===== config.mk =====
export PLATFORM = sky130hd
export DESIGN_NAME = clint_top
export DESIGN_NICKNAME = d
export VERILOG_FILES = /design/src/hdl/clint_pkg.sv /design/src/hdl/clint_regs.sv /design/src/hdl/clint_top.sv /design/src/hdl/mtime_counter.sv
export SDC_FILE = /design/constraint.sdc
export NUM_CORES = 1
export LEC_CHECK = 0
export ABC_AREA = 1
export BUFFER_PORTS_ARGS = -buffer_cell sky130_fd_sc_hd__buf_2
export CORE_MARGIN = 2
export CORE_UTILIZATION = 45
export DETAILED_ROUTE_END_ITERATION = 12
export HOLD_SLACK_MARGIN = 0.1
export MAX_ROUTING_LAYER = met4
export PLACE_DENSITY = 0.64
export SETUP_SLACK_MARGIN = 0.05
export SYNTH_ARGS = -nofsm -noshare
export SYNTH_HDL_FRONTEND = slang
export SYNTH_HIERARCHICAL = 1
export SYNTH_SLANG_ARGS = --single-unit

===== constraint.sdc =====
create_clock -name clk -period 3.55 [get_ports clk]
set_clock_uncertainty 0.15 [all_clocks]
set_input_delay 0.1775 -clock clk [delete_from_list [all_inputs] [get_ports clk]]
set_output_delay 0.1775 -clock clk [all_outputs]
set_load 0.02 [all_outputs]

===== src/hdl/clint_pkg.sv =====
`default_nettype none

package clint_pkg;

    // Bus geometry
    localparam int unsigned ADDR_W = 16;
    localparam int unsigned DATA_W = 32;
    localparam int unsigned SEL_W  = DATA_W / 8;

    // Register offsets within the 16-bit window
    typedef enum logic [ADDR_W-1:0] {
        MSIP      = 16'h0000,
        MTIME     = 16'h4000,
        MTIMEH    = 16'h4004,
        MTIMECMP  = 16'hBFF8,
        MTIMECMPH = 16'hBFFC
    } clint_addr_e;

    // Timer and compare values span two bus words
    typedef logic [2*DATA_W-1:0] mtime_t;

    // Compare starts at the top of the range so timer_int stays low
    localparam mtime_t MTIMECMP_RST = '1;

endpackage

`default_nettype wire


===== src/hdl/clint_regs.sv =====
`default_nettype none

module clint_regs (
    input  wire logic                         clk,
    input  wire logic                         rst_n,

    input  wire logic                         wb_cyc_i,
    input  wire logic                         wb_stb_i,
    input  wire logic                         wb_we_i,
    input  wire logic [clint_pkg::ADDR_W-1:0] wb_adr_i,
    input  wire logic [clint_pkg::SEL_W-1:0]  wb_sel_i,
    input  wire logic [clint_pkg::DATA_W-1:0] wb_dat_i,
    output logic      [clint_pkg::DATA_W-1:0] wb_dat_o,
    output logic                              wb_ack_o,

    input  wire clint_pkg::mtime_t            mtime_i,
    output logic                              time_wr_lo_o,
    output logic                              time_wr_hi_o,
    output logic      [clint_pkg::SEL_W-1:0]  time_sel_o,
    output logic      [clint_pkg::DATA_W-1:0] time_dat_o,

    output logic                              software_int_o,
    output logic                              timer_int_o
);

    import clint_pkg::*;

    logic req;
    logic wr;

    logic hit_msip;
    logic hit_mtime;
    logic hit_mtimeh;
    logic hit_cmp_lo;
    logic hit_cmp_hi;

    logic   msip_q;
    logic   msip_d;
    mtime_t mtimecmp_q;
    mtime_t mtimecmp_d;

    // Single-cycle slave, no wait states
    assign req      = wb_cyc_i & wb_stb_i;
    assign wr       = req & wb_we_i;
    assign wb_ack_o = req;

    // Offset decode
    assign hit_msip   = (wb_adr_i == MSIP);
    assign hit_mtime  = (wb_adr_i == MTIME);
    assign hit_mtimeh = (wb_adr_i == MTIMEH);
    assign hit_cmp_lo = (wb_adr_i == MTIMECMP);
    assign hit_cmp_hi = (wb_adr_i == MTIMECMPH);

    // Timer writes are applied inside the counter
    assign time_wr_lo_o = wr & hit_mtime;
    assign time_wr_hi_o = wr & hit_mtimeh;
    assign time_sel_o   = wb_sel_i;
    assign time_dat_o   = wb_dat_i;

    // Only bit 0 of msip exists
    assign msip_d = (wr && hit_msip && wb_sel_i[0]) ? wb_dat_i[0] : msip_q;

    always_comb begin
        mtimecmp_d = mtimecmp_q;
        for (int i = 0; i < SEL_W; i++) begin
            if (wr && hit_cmp_lo && wb_sel_i[i]) begin
                mtimecmp_d[8*i +: 8] = wb_dat_i[8*i +: 8];
            end
            if (wr && hit_cmp_hi && wb_sel_i[i]) begin
                mtimecmp_d[DATA_W + 8*i +: 8] = wb_dat_i[8*i +: 8];
            end
        end
    end

    always_ff @(posedge clk or negedge rst_n) begin
        if (!rst_n) begin
            msip_q     <= 1'b0;
            mtimecmp_q <= MTIMECMP_RST;
        end else begin
            msip_q     <= msip_d;
            mtimecmp_q <= mtimecmp_d;
        end
    end

    // Read mux, unmapped offsets return zero
    always_comb begin
        case (wb_adr_i)
            MSIP:      wb_dat_o = {{(DATA_W-1){1'b0}}, msip_q};
            MTIME:     wb_dat_o = mtime_i[DATA_W-1:0];
            MTIMEH:    wb_dat_o = mtime_i[2*DATA_W-1:DATA_W];
            MTIMECMP:  wb_dat_o = mtimecmp_q[DATA_W-1:0];
            MTIMECMPH: wb_dat_o = mtimecmp_q[2*DATA_W-1:DATA_W];
            default:   wb_dat_o = '0;
        endcase
    end

    // Interrupt levels
    assign software_int_o = msip_q;
    assign timer_int_o    = (mtime_i >= mtimecmp_q);

endmodule

`default_nettype wire


===== src/hdl/clint_top.sv =====
`default_nettype none

module clint_top #(
    parameter int unsigned TICK_DIV = 1
) (
    input  wire logic                         clk,
    input  wire logic                         rst_n,

    input  wire logic                         wb_cyc_i,
    input  wire logic                         wb_stb_i,
    input  wire logic                         wb_we_i,
    input  wire logic [clint_pkg::ADDR_W-1:0] wb_adr_i,
    input  wire logic [clint_pkg::SEL_W-1:0]  wb_sel_i,
    input  wire logic [clint_pkg::DATA_W-1:0] wb_dat_i,
    output logic      [clint_pkg::DATA_W-1:0] wb_dat_o,
    output logic                              wb_ack_o,

    output logic                              software_int_o,
    output logic                              timer_int_o
);

    import clint_pkg::*;

    // Timer write path and timer value
    logic              time_wr_lo;
    logic              time_wr_hi;
    logic [SEL_W-1:0]  time_sel;
    logic [DATA_W-1:0] time_dat;
    mtime_t            mtime;

    clint_regs u_regs (
        .clk            (clk),
        .rst_n          (rst_n),
        .wb_cyc_i       (wb_cyc_i),
        .wb_stb_i       (wb_stb_i),
        .wb_we_i        (wb_we_i),
        .wb_adr_i       (wb_adr_i),
        .wb_sel_i       (wb_sel_i),
        .wb_dat_i       (wb_dat_i),
        .wb_dat_o       (wb_dat_o),
        .wb_ack_o       (wb_ack_o),
        .mtime_i        (mtime),
        .time_wr_lo_o   (time_wr_lo),
        .time_wr_hi_o   (time_wr_hi),
        .time_sel_o     (time_sel),
        .time_dat_o     (time_dat),
        .software_int_o (software_int_o),
        .timer_int_o    (timer_int_o)
    );

    mtime_counter #(
        .TICK_DIV (TICK_DIV)
    ) u_mtime (
        .clk          (clk),
        .rst_n        (rst_n),
        .time_wr_lo_i (time_wr_lo),
        .time_wr_hi_i (time_wr_hi),
        .time_sel_i   (time_sel),
        .time_dat_i   (time_dat),
        .mtime_o      (mtime)
    );

endmodule

`default_nettype wire


===== src/hdl/mtime_counter.sv =====
`default_nettype none

module mtime_counter #(
    parameter int unsigned TICK_DIV = 1
) (
    input  wire logic                         clk,
    input  wire logic                         rst_n,
    input  wire logic                         time_wr_lo_i,
    input  wire logic                         time_wr_hi_i,
    input  wire logic [clint_pkg::SEL_W-1:0]  time_sel_i,
    input  wire logic [clint_pkg::DATA_W-1:0] time_dat_i,
    output clint_pkg::mtime_t                 mtime_o
);

    import clint_pkg::*;

    // A one-bit prescaler is kept for TICK_DIV of 1, it never leaves zero
    localparam int unsigned PRE_W = (TICK_DIV > 1) ? $clog2(TICK_DIV) : 1;
    localparam logic [PRE_W-1:0] PRE_LAST = PRE_W'(TICK_DIV - 1);

    logic [PRE_W-1:0] pre_q;
    logic [PRE_W-1:0] pre_d;
    logic             tick;

    mtime_t mtime_q;
    mtime_t mtime_d;

    // Prescaler wraps once every TICK_DIV cycles
    assign tick  = (pre_q == PRE_LAST);
    assign pre_d = tick ? '0 : pre_q + 1'b1;

    always_comb begin
        mtime_t inc;

        inc     = tick ? mtime_q + 1'b1 : mtime_q;
        mtime_d = inc;

        // Written lanes override the incremented value
        for (int i = 0; i < SEL_W; i++) begin
            if (time_wr_lo_i && time_sel_i[i]) begin
                mtime_d[8*i +: 8] = time_dat_i[8*i +: 8];
            end
            if (time_wr_hi_i && time_sel_i[i]) begin
                mtime_d[DATA_W + 8*i +: 8] = time_dat_i[8*i +: 8];
            end
        end
    end

    always_ff @(posedge clk or negedge rst_n) begin
        if (!rst_n) begin
            pre_q <= '0;
        end else begin
            pre_q <= pre_d;
        end
    end

    always_ff @(posedge clk or negedge rst_n) begin
        if (!rst_n) begin
            mtime_q <= '0;
        end else begin
            mtime_q <= mtime_d;
        end
    end

    assign mtime_o = mtime_q;

endmodule

`default_nettype wire

======== Yosys cells after proc, flatten, opt, wreduce, memory -nomap -nowiden ========
Cells that the tools add are included.
Widths: inputs -> output; s select.
storage, ports and cells
  memories kept ........................... 0
  memory bits (read-only) ................. 0
  bits in latches ......................... 0
  word-level logic and storage cells ...... 69
  flip-flop bits (word level) ............. 130
  output and inout port bits .............. 35
  bits in writable memories ............... 0
operators by class
  div/mod/pow operators ................... 0
  bitwise logic cells ..................... 4
  shifts and indexed selects .............. 0
  equality and inequality tests ........... 12
  add/sub/neg operators ................... 2
  $lt $le $gt $ge ......................... 1
  reduce and logical (&&, ||, !) cells .... 21
  multipliers ............................. 0
  muxes and demuxes ....................... 11
operators by type and width
  kind                   count
  $pmux 32 s5            1
  $add 64x1->64 const B  1
  $ge 64x64->1           1
  $mux 64                1
  $mux 8                 8
  $eq 16x15->1 const B   2
  $eq 16x16->1 const B   2
  $logic_and 1x1->1      20
  $logic_not 16->1       1
  $ne 2x2->1 const B     8
  $and 1x1->1            4
  $add 1x1->1 const B    1
  $mux 1                 1

======== Logic depth before layout (Yosys ltp) ========
Gate-level depths: netlist of run 1.
  depth in word-level cells ............... 5
  mapped depth ............................ 15
  depth with buffers taken out ............ 15

======== Modules after synthesis ========
Netlist of run 1, hierarchy kept.
modules (own cells, without submodules)
  module         instances  area an instance (um2)  sequential area each (um2)  cells an instance
  clint_regs     1          5660.4                  1706.6                      801
  mtime_counter  1          4389.2                  1601.5                      694

======== Worst setup path after synthesis of run 1 ========
Ideal clock, no wire load.
  path type ............................... input -> register
  from .................................... input port wb_adr_i[1] (netlist bit)
  to ...................................... register u_mtime.mtime_q[32], in the netlist u_mtime/mtime_o[32]
  setup slack ............................. 1.547 ns
  stages .................................. 10
  arrival time ............................ 1.776 ns
  library setup time ...................... 0.077 ns
  path through ............................ nor2_1 > nand3_1 > nor2_1 > clkbuf_1 > nand2_1 > nor2_1 > nand2_1 > inv_1 > a21oi_1 > a21oi_1
on the way
  longest elaborated chain between the ends .. 4
  elaborated cells between the ends (all ways) .. 5
ends and longest elaborated chain
  what                     RTL line             text
  start, declared          clint_top.sv:12      input wire logic [clint_pkg::ADDR_W-1:0] wb_adr_i,
  $eq 16x15->1             clint_regs.sv:50     assign hit_mtimeh = (wb_adr_i == MTIMEH);
  $and 1x1->1              clint_regs.sv:56     assign time_wr_hi_o = wr & hit_mtimeh;
  net time_wr_hi           clint_top.sv:26      logic time_wr_hi;
  $logic_and 1x1->1        mtime_counter.sv:43  if (time_wr_hi_i && time_sel_i[i]) begin
  $mux 8                   mtime_counter.sv:43
  net u_mtime.mtime_d[32]  mtime_counter.sv:26  mtime_t mtime_d;
  end signal, assigned     mtime_counter.sv:61  mtime_q <= mtime_d;
  end, declared            mtime_counter.sv:25  mtime_t mtime_q;
The timed path passes the listed nets, and every way through them passes these cells.
A chain may end at the register's enable or synchronous reset.

======== Worst setup path after layout of run 1 ========
  from .................................... input port wb_adr_i[15] (netlist bit)
  to ...................................... output port wb_dat_o[0] (netlist bit)
on the way
  longest elaborated chain between the ends .. 2
  elaborated cells between the ends (all ways) .. 6
ends and longest elaborated chain
  what                                  RTL line          text
  $eq 16x16->1 (tied with other cells)  clint_regs.sv:87  case (wb_adr_i)
  $pmux 32 s5 *                         clint_regs.sv:87
  end, declared                         clint_top.sv:15   output logic [clint_pkg::DATA_W-1:0] wb_dat_o,
Every way passes the cells marked *; elsewhere a longest branch is shown, timed or not.

==> flow_summary_export.csv, run 1 <==
group,metric,value,unit
status,status,"complete, no violations",
route,routed_wl,32300,µm
global_routing,grt_max_degree,73,
floorplanning,die_area,23500,µm²
sta,final_min_period_over_clock_period,84.9,%
setup_path,setup.worst_path.end_class,"output port",
sta,setup_violations,0,
route,wl_cell,17.0,µm
route,drt_first_pass_iters,5,
sta,rsz0062_at_grt,"false",
route,avgViaCountPerCell,5.28,
synth,post_synth_inst_count,1495,
setup_path,reg2reg_to,"u_mtime/mtime_o[58]",
global_routing,grt.overflow.total,0,
synth,postSynthAreaPerCell,6.72,µm²
sta,maxSlewViolCount,0,
setup_path,reg2reg_depth,9,
placed_design,gp_routability_congestion,1.04,
worst_hold_path,min-delay-path-class,"in -> reg",
cts,cts_buffer_depth,2,
pwr,worst_ir_drop_vdd,0.262,mV
sta,setup_ws,537,ps
floorplanning,ioPinCount,92,
global_routing,grt_antenna_before_repair,0,
global_routing,globalRouteTotalUtil,28.7,%
worst_hold_path,hp-start,"wb_adr_i[7]",
global_routing,first_global_vias,9640,
cts,cts_sinks,129,
synth,synth_seq_area_share,32.9,%
synth,yosysWarningCount,6,
setup_path,setup.worst_path.start_class,"input port",
cts,numCtsBuffers,17,
route,detail_route.iter0.violations,744,
worst_hold_path,whs_path_depth,6,
layout,flow.area_growth_from_synthesis,16.9,%
layout,final_area,11700,µm²
cts,path_clk_slew,60,ps
synth,synth_top_area_share,20.1,%
setup_path,cp_max_fo,2,
sta,hold_viol_final,0,
sta,least_margin_pin_slew,844,ps
route,routed-via-count,10100,
sta,max_slew_headroom_at_the_worst_pin,43.5,%
cts,clock_insertion_delay_worst_skew,430,ps
synth,synth_top_cells_by_area,"sky130_fd_sc_hd__nand2_1 (20%), sky130_fd_sc_hd__dfstp_2 (17%), sky130_fd_sc_hd__dfrtp_1 (16%)",
worst_hold_path,hold-path-endpoint,"u_regs/mtimecmp_q[0]",
job,timing.max_cap.violations,0,
setup_path,source_of_the_worst_register_to_register_timing_path,"u_mtime/mtime_o[27]",
route,detail-route-antenna-nets,0,
sta,fmax,332,MHz
layout,num-fill-cells,2213,
setup_path,timing.critical_path.arrival,2690,ps
pwr,power.leakage,0.00577,µW
cts,cts-htree-levels,4,
cts,cts-root-buf,"sky130_fd_sc_hd__clkbuf_16",
placed_design,port-buffer-count,91,
route,drcViolationCount,0,
sta,fin_setup_tns,0,ps
floorplanning,die_width,153,µm
setup_path,crit_type,"in -> out",
sta,fin_hold_ws,115,ps
cts,cts_tree,"done",
layout,n_antenna_cell,0,
pwr,power.density_cell_area,293,nW/µm²
layout,layout_net_count,1734,
floorplanning,core_region,21900,µm²
placed_design,placed_instance_area,10500,µm²
synth,mappedNetlistNets,1617,
setup_path,critical_path_required,3220,ps
placed_design,pre_cts_ws,1140,ps
synth,syn_area,10000,µm²
floorplanning,num_rows,54,
placed_design,post-dp-hpwl,24500,µm
floorplanning,start_util,45.9,%
setup_path,reg2reg_slack,1260,ps
synth,number_of_synthesized_register_bits,129,
floorplanning,die_y,153,µm
sta,period_minus_ws_final,3010,ps
global_routing,grt_pass1_wl,51800,µm
synth,netlist-cell-type-count,40,
layout,drive_above_1_share,14.5,%
synth,post_synth_top_area_cell,"sky130_fd_sc_hd__nand2_1",
synth_stat cells:
master	n
sky130_fd_sc_hd__or2_2	2
sky130_fd_sc_hd__nor2_4	10
sky130_fd_sc_hd__nor2_2	5
sky130_fd_sc_hd__nand2_4	3
sky130_fd_sc_hd__nor2_1	153
sky130_fd_sc_hd__and2_1	1
sky130_fd_sc_hd__nand2_2	6
sky130_fd_sc_hd__o21ai_0	50
sky130_fd_sc_hd__o21ai_2	8
sky130_fd_sc_hd__nand4_2	1
sky130_fd_sc_hd__dfrtp_1	65
sky130_fd_sc_hd__nor3_4	1
sky130_fd_sc_hd__xnor2_1	13
sky130_fd_sc_hd__o21a_1	3
sky130_fd_sc_hd__nor3_2	1
sky130_fd_sc_hd__buf_4	41
sky130_fd_sc_hd__xor2_1	9
sky130_fd_sc_hd__o21ai_1	4
sky130_fd_sc_hd__nor4_4	1
sky130_fd_sc_hd__nand3_1	145
sky130_fd_sc_hd__inv_2	1
sky130_fd_sc_hd__clkbuf_1	17
sky130_fd_sc_hd__nand3b_1	1
sky130_fd_sc_hd__nor3_1	1
sky130_fd_sc_hd__a21oi_1	34
sky130_fd_sc_hd__buf_2	3
sky130_fd_sc_hd__buf_6	1
sky130_fd_sc_hd__a21o_1	2
sky130_fd_sc_hd__nand2_1	539
sky130_fd_sc_hd__nor4_1	1
sky130_fd_sc_hd__or2_0	2
sky130_fd_sc_hd__a22oi_1	16
sky130_fd_sc_hd__dfstp_2	64
sky130_fd_sc_hd__nand4_1	32
sky130_fd_sc_hd__clkinv_1	1
sky130_fd_sc_hd__buf_1	1
sky130_fd_sc_hd__nand3_4	1
sky130_fd_sc_hd__o21bai_1	20
sky130_fd_sc_hd__ha_1	65
sky130_fd_sc_hd__inv_1	171
per-layer routing:
metal	GRT usage (%)	vias to the layer above	wire length, µm
met3	4.45	57	2080
li1	-	4977	-
met5	-	-	0
met4	9.87	0	903
met2	44.9	355	15000
met1	38.1	4670	14400
layout make-up:
class / instances / area (µm²) / share of cell area, %
inverter: 173 / 649 / 5.53
timing repair buffer: 161 / 1150 / 9.80
sequential: 129 / 3310 / 28.2
clock buffer: 21 / 450 / 3.84
tap: 280 / 350 / 2.98
clock inverter: 11 / 138 / 1.17
multi-input combinational: 1130 / 5700 / 48.5
metrics by stage:
step | utilization, % | std cells | total power, µW
CTS | 53.7 | 1905 | 3480
floorplan | - | 1495 | 1570
global route | 53.7 | 1905 | 3560
detailed placement | 48.1 | 1811 | 1640
finish | 53.7 | 1905 | 3440
global placement | 48.1 | 1811 | 1640
worst max-delay path, cell delays in order:
cell	delay, ps
sky130_fd_sc_hd__dlygate4sd3_1	530
sky130_fd_sc_hd__buf_2	130
sky130_fd_sc_hd__nor2_1	90
sky130_fd_sc_hd__dlygate4sd3_1	560
sky130_fd_sc_hd__nand3_1	60
sky130_fd_sc_hd__dlygate4sd3_1	550
sky130_fd_sc_hd__nor2_1	130
sky130_fd_sc_hd__nand2_1	70
sky130_fd_sc_hd__o21ai_0	80
sky130_fd_sc_hd__inv_1	60
sky130_fd_sc_hd__nand4_1	80
sky130_fd_sc_hd__buf_2	170
kinds of logic after synthesis:
kind of cell             count (synthesis)  synth area share (%)
adder cells (fa/ha/maj)                 65                  8.09
XOR/XNOR                                22                  1.92
AO/OA/AOI/OAI                          137                  8.14
AND/OR/NAND/NOR                        906                  38.5
buffers and inverters                  236                  10.5
flip-flops                             129                  32.9
layout by cell type (no fill, tap or decap), types with 2 or more instances in the layout:
cell / n
sky130_fd_sc_hd__buf_4: 8
sky130_fd_sc_hd__nor2_4: 10
sky130_fd_sc_hd__clkinv_2: 5
sky130_fd_sc_hd__clkbuf_16: 17
sky130_fd_sc_hd__dfstp_2: 64
sky130_fd_sc_hd__o21bai_1: 20
sky130_fd_sc_hd__bufinv_16: 3
sky130_fd_sc_hd__inv_1: 171
sky130_fd_sc_hd__o21ai_0: 50
sky130_fd_sc_hd__nand3_1: 145
sky130_fd_sc_hd__a21o_1: 2
sky130_fd_sc_hd__buf_2: 90
sky130_fd_sc_hd__dfrtp_1: 65
sky130_fd_sc_hd__nand2_1: 539
sky130_fd_sc_hd__dlygate4sd3_1: 62
sky130_fd_sc_hd__nand2_4: 3
sky130_fd_sc_hd__o21ai_2: 8
sky130_fd_sc_hd__a22oi_1: 16
sky130_fd_sc_hd__ha_1: 65
sky130_fd_sc_hd__nor2_2: 8
sky130_fd_sc_hd__nand2_2: 6
sky130_fd_sc_hd__o21ai_1: 4
sky130_fd_sc_hd__xor2_1: 9
sky130_fd_sc_hd__xnor2_1: 13
sky130_fd_sc_hd__a21oi_1: 34
sky130_fd_sc_hd__clkbuf_1: 3
sky130_fd_sc_hd__or2_0: 2
sky130_fd_sc_hd__o21a_1: 3
sky130_fd_sc_hd__or2_2: 2
sky130_fd_sc_hd__clkinvlp_4: 3
sky130_fd_sc_hd__nor2_1: 150
sky130_fd_sc_hd__nand4_1: 32
how the worst max path moves through the flow:
stage,startpoint,endpoint,slack (ps),cells after the start
after floorplan,wb_adr_i[1],u_mtime/mtime_o[32],1550,10
after global placement,wb_adr_i[1],wb_dat_o[16],1210,10
after detailed placement,wb_adr_i[1],u_mtime/mtime_o[32],1140,10
after CTS,wb_adr_i[15],wb_dat_o[0],570,12
after global routing,wb_adr_i[15],wb_dat_o[0],440,12
final,wb_adr_i[15],wb_dat_o[0],540,12
power breakdown:
part           switching [µW]  internal, µW  total, µW
Combinational             101          64.7        166
Clock                     676          1120       1790
Sequential               5.61          1480       1480
state kept, by name, indices dropped and copies added (netlist names):
name / cells
u_mtime/mtime_o: 64
u_regs/mtimecmp_q: 64
u_regs/software_int_o: 1
timing repair:
| item | CTS | global route |
|---|---|---|
| resized for setup | 0 | 0 |
| hold buffers | 62 | 0 |
| hold endpoints to repair | 162 | 0 |
| buffers inserted | 0 | 0 |
No activity file was read; power rests on OpenSTA's default activity.
==> run 2, diff against run 1 <==
Clock period 3.55 ns to 2.83 ns, I/O delays scaled along.
==> run 2 against run 1 <==
Effect of this change: sequential share of layout area shrank 0.45 points; worst setup slack got worse by 370 ps; first-iteration DRC count increased by 4.2%; count of clock-buffer cells in the layout is 6 higher; utilization grew 0.86 points; via count is 0.94% higher; global-route usage rose by 0.17 points; critical path depth unchanged; final area up 1.6%; flip-flop and latch count unchanged; wire length up 1.3%; non-clock buffer count increased by 13.
==> flow_summary_export.csv, run 2 (synthesis results as in run 1) <==
group,metric,value,unit
status,status,"complete, no violations",
sta,setup_violations,0,
route,dr_wl_met2,15200,µm
sta,final_min_period_over_clock_period,94.0,%
sta,fmax,376,MHz
cts,path_clk_slew,60,ps
layout,num-fill-cells,2190,
route,avgViaCountPerCell,5.30,
pwr,power.internal,3560,µW
pwr,power.leakage,0.00590,µW
cts,clock_insertion_delay_worst_skew,420,ps
route,highest_layer,"met4",
layout,layout_net_count,1747,
job,timing.max_cap.violations,0,
setup_path,critical_path_required,2540,ps
setup_path,cp_max_fo,2,
pwr,design_power_total,4520,µW
placed_design,cells_after_dpl,1820,
setup_path,setup.worst_path.end_class,"output port",
sta,maxSlewViolCount,0,
worst_hold_path,min-delay-path-class,"in -> async",
cts,cts-htree-levels,4,
route,detail-route-antenna-nets,0,
route,met3_wirelength,2060,µm
floorplanning,start_util,45.9,%
pwr,power.share.sequential,41.2,%
global_routing,grt.overflow.total,0,
layout,mostFrequentLayoutCell,"sky130_fd_sc_hd__nand2_1",
cts,cts-root-buf,"sky130_fd_sc_hd__clkbuf_16",
global_routing,grt_max_degree,59,
sta,period_minus_ws_final,2660,ps
pwr,comb_power_share,4.8,%
layout,layout.cells.non_filler,1917,
route,drt_first_pass_iters,7,
global_routing,grt_pass1_wl,51600,µm
floorplanning,num_rows,54,
pwr,worst_ir_drop_vdd,0.348,mV
floorplanning,die_y,153,µm
route,wl_cell,17.1,µm
route,detail_route.iter0.violations,775,
cts,cts_buffer_depth,2,
setup_path,timing.critical_path.arrival,2370,ps
sta,fin_setup_tns,0,ps
cts,cts_tree,"done",
setup_path,crit_type,"reg -> out",
route,drcViolationCount,0,
setup_path,reg2reg_slack,520,ps
floorplanning,core_region,21900,µm²
sta,rsz0062_at_grt,"false",
cts,numCtsBuffers,17,
global_routing,globalRouteTotalUtil,28.9,%
layout,drive_above_1_share,15.8,%
sta,least_margin_pin_slew,669,ps
setup_path,setup.worst_path.start_class,"flop",
floorplanning,die_area,23500,µm²
sta,hold_viol_final,0,
route,routed_wl,32700,µm
global_routing,grt_antenna_before_repair,0,
placed_design,post-dp-hpwl,24800,µm
pwr,power.density_cell_area,379,nW/µm²
placed_design,port-buffer-count,91,
layout,final_cell_mix,"sky130_fd_sc_hd__nand2_1 (539), sky130_fd_sc_hd__inv_1 (170), sky130_fd_sc_hd__nand3_1 (145), sky130_fd_sc_hd__nor2_1 (141), sky130_fd_sc_hd__buf_2 (89)",
route,route.layer.met1.wl,14500,µm
layout,flow.area_growth_from_synthesis,18.7,%
cts,cts_sinks,129,
layout,n_antenna_cell,0,
placed_design,gp_routability_congestion,1.02,
pwr,power.share.clock,54.0,%
pwr,total_switching_power,963,µW
global_routing,first_global_vias,9700,
pwr,power.share.switching,21.3,%
route,routed-via-count,10200,
sta,max_slew_headroom_at_the_worst_pin,55.4,%
floorplanning,ioPinCount,92,
floorplanning,die_width,153,µm
run 2: layout make-up:
| cell class | instances | area, µm² | area share (%) |
|---|---|---|---|
| multi-input combinational | 1130 | 5730 | 48.1 |
| sequential | 129 | 3310 | 27.7 |
| timing repair buffer | 174 | 1240 | 10.4 |
| inverter | 173 | 653 | 5.47 |
| clock buffer | 27 | 524 | 4.39 |
| tap | 280 | 350 | 2.94 |
| clock inverter | 4 | 120 | 1.01 |
run 2: worst paths after layout:
check / startpoint / end / cells past startpoint
min in group clk: wb_adr_i[1] / u_regs/mtimecmp_q[48] / 7
max: u_regs/mtimecmp_q[31] / timer_int_o / 12
max in group asynchronous: rst_n / u_regs/mtimecmp_q[25] / 3
max reg2reg: u_mtime/mtime_o[1] / u_mtime/mtime_o[42] / 10
min reg2reg: u_regs/mtimecmp_q[44] / u_regs/mtimecmp_q[44] / 2
min: rst_n / u_mtime/mtime_o[4] / 2
run 2: what timing repair did:
item,4_1_cts,5_1_grt
setup buffers,1,6
setup endpoints to repair,1,13
gates resized for setup,3,11
pin swaps,1,3
gates cloned,0,0
hold buffers,59,0
hold endpoints to repair,176,0
run 2: metal layers:
metal,track usage (%),vias to the layer above
met5,-,-
met4,11.0,0
met3,4.03,54
met2,45.4,349
met1,38.0,4753
li1,-,4998
run 2: power by group through the flow:
stage | Combinational (µW) | Clock, µW | Sequential, µW
2_1_floorplan | 83.5 | 0 | 1890
3_5_place_dp | 170 | 0 | 1890
4_1_cts | 219 | 2480 | 1860
5_1_grt | 242 | 2570 | 1860
3_3_place_gp | 169 | 0 | 1890
6_report | 219 | 2440 | 1860
run 2: critical path, stage by stage (launching register included):
cell                      delay [ps]
sky130_fd_sc_hd__dfstp_2         530
sky130_fd_sc_hd__inv_1            60
sky130_fd_sc_hd__ha_1            290
sky130_fd_sc_hd__nand2_1         100
sky130_fd_sc_hd__nor2_4          150
sky130_fd_sc_hd__nand4_1          90
sky130_fd_sc_hd__buf_4           160
sky130_fd_sc_hd__a21oi_2         160
sky130_fd_sc_hd__nor2_1           60
sky130_fd_sc_hd__nand2_1          60
sky130_fd_sc_hd__nand2_1          40
sky130_fd_sc_hd__nand2_1          90
sky130_fd_sc_hd__buf_4           150
run 2: metrics by stage:
stage	cell area [µm²]	hold WS, ps	worst slack, ps	util (%)
5_1_grt	11900	209	48.7	54.5
3_3_place_gp	10600	60.0	389	48.4
3_5_place_dp	10600	70.4	412	48.4
6_report	11900	146	170	54.5
4_1_cts	11900	132	56.6	54.2
2_1_floorplan	10000	-304	863	-
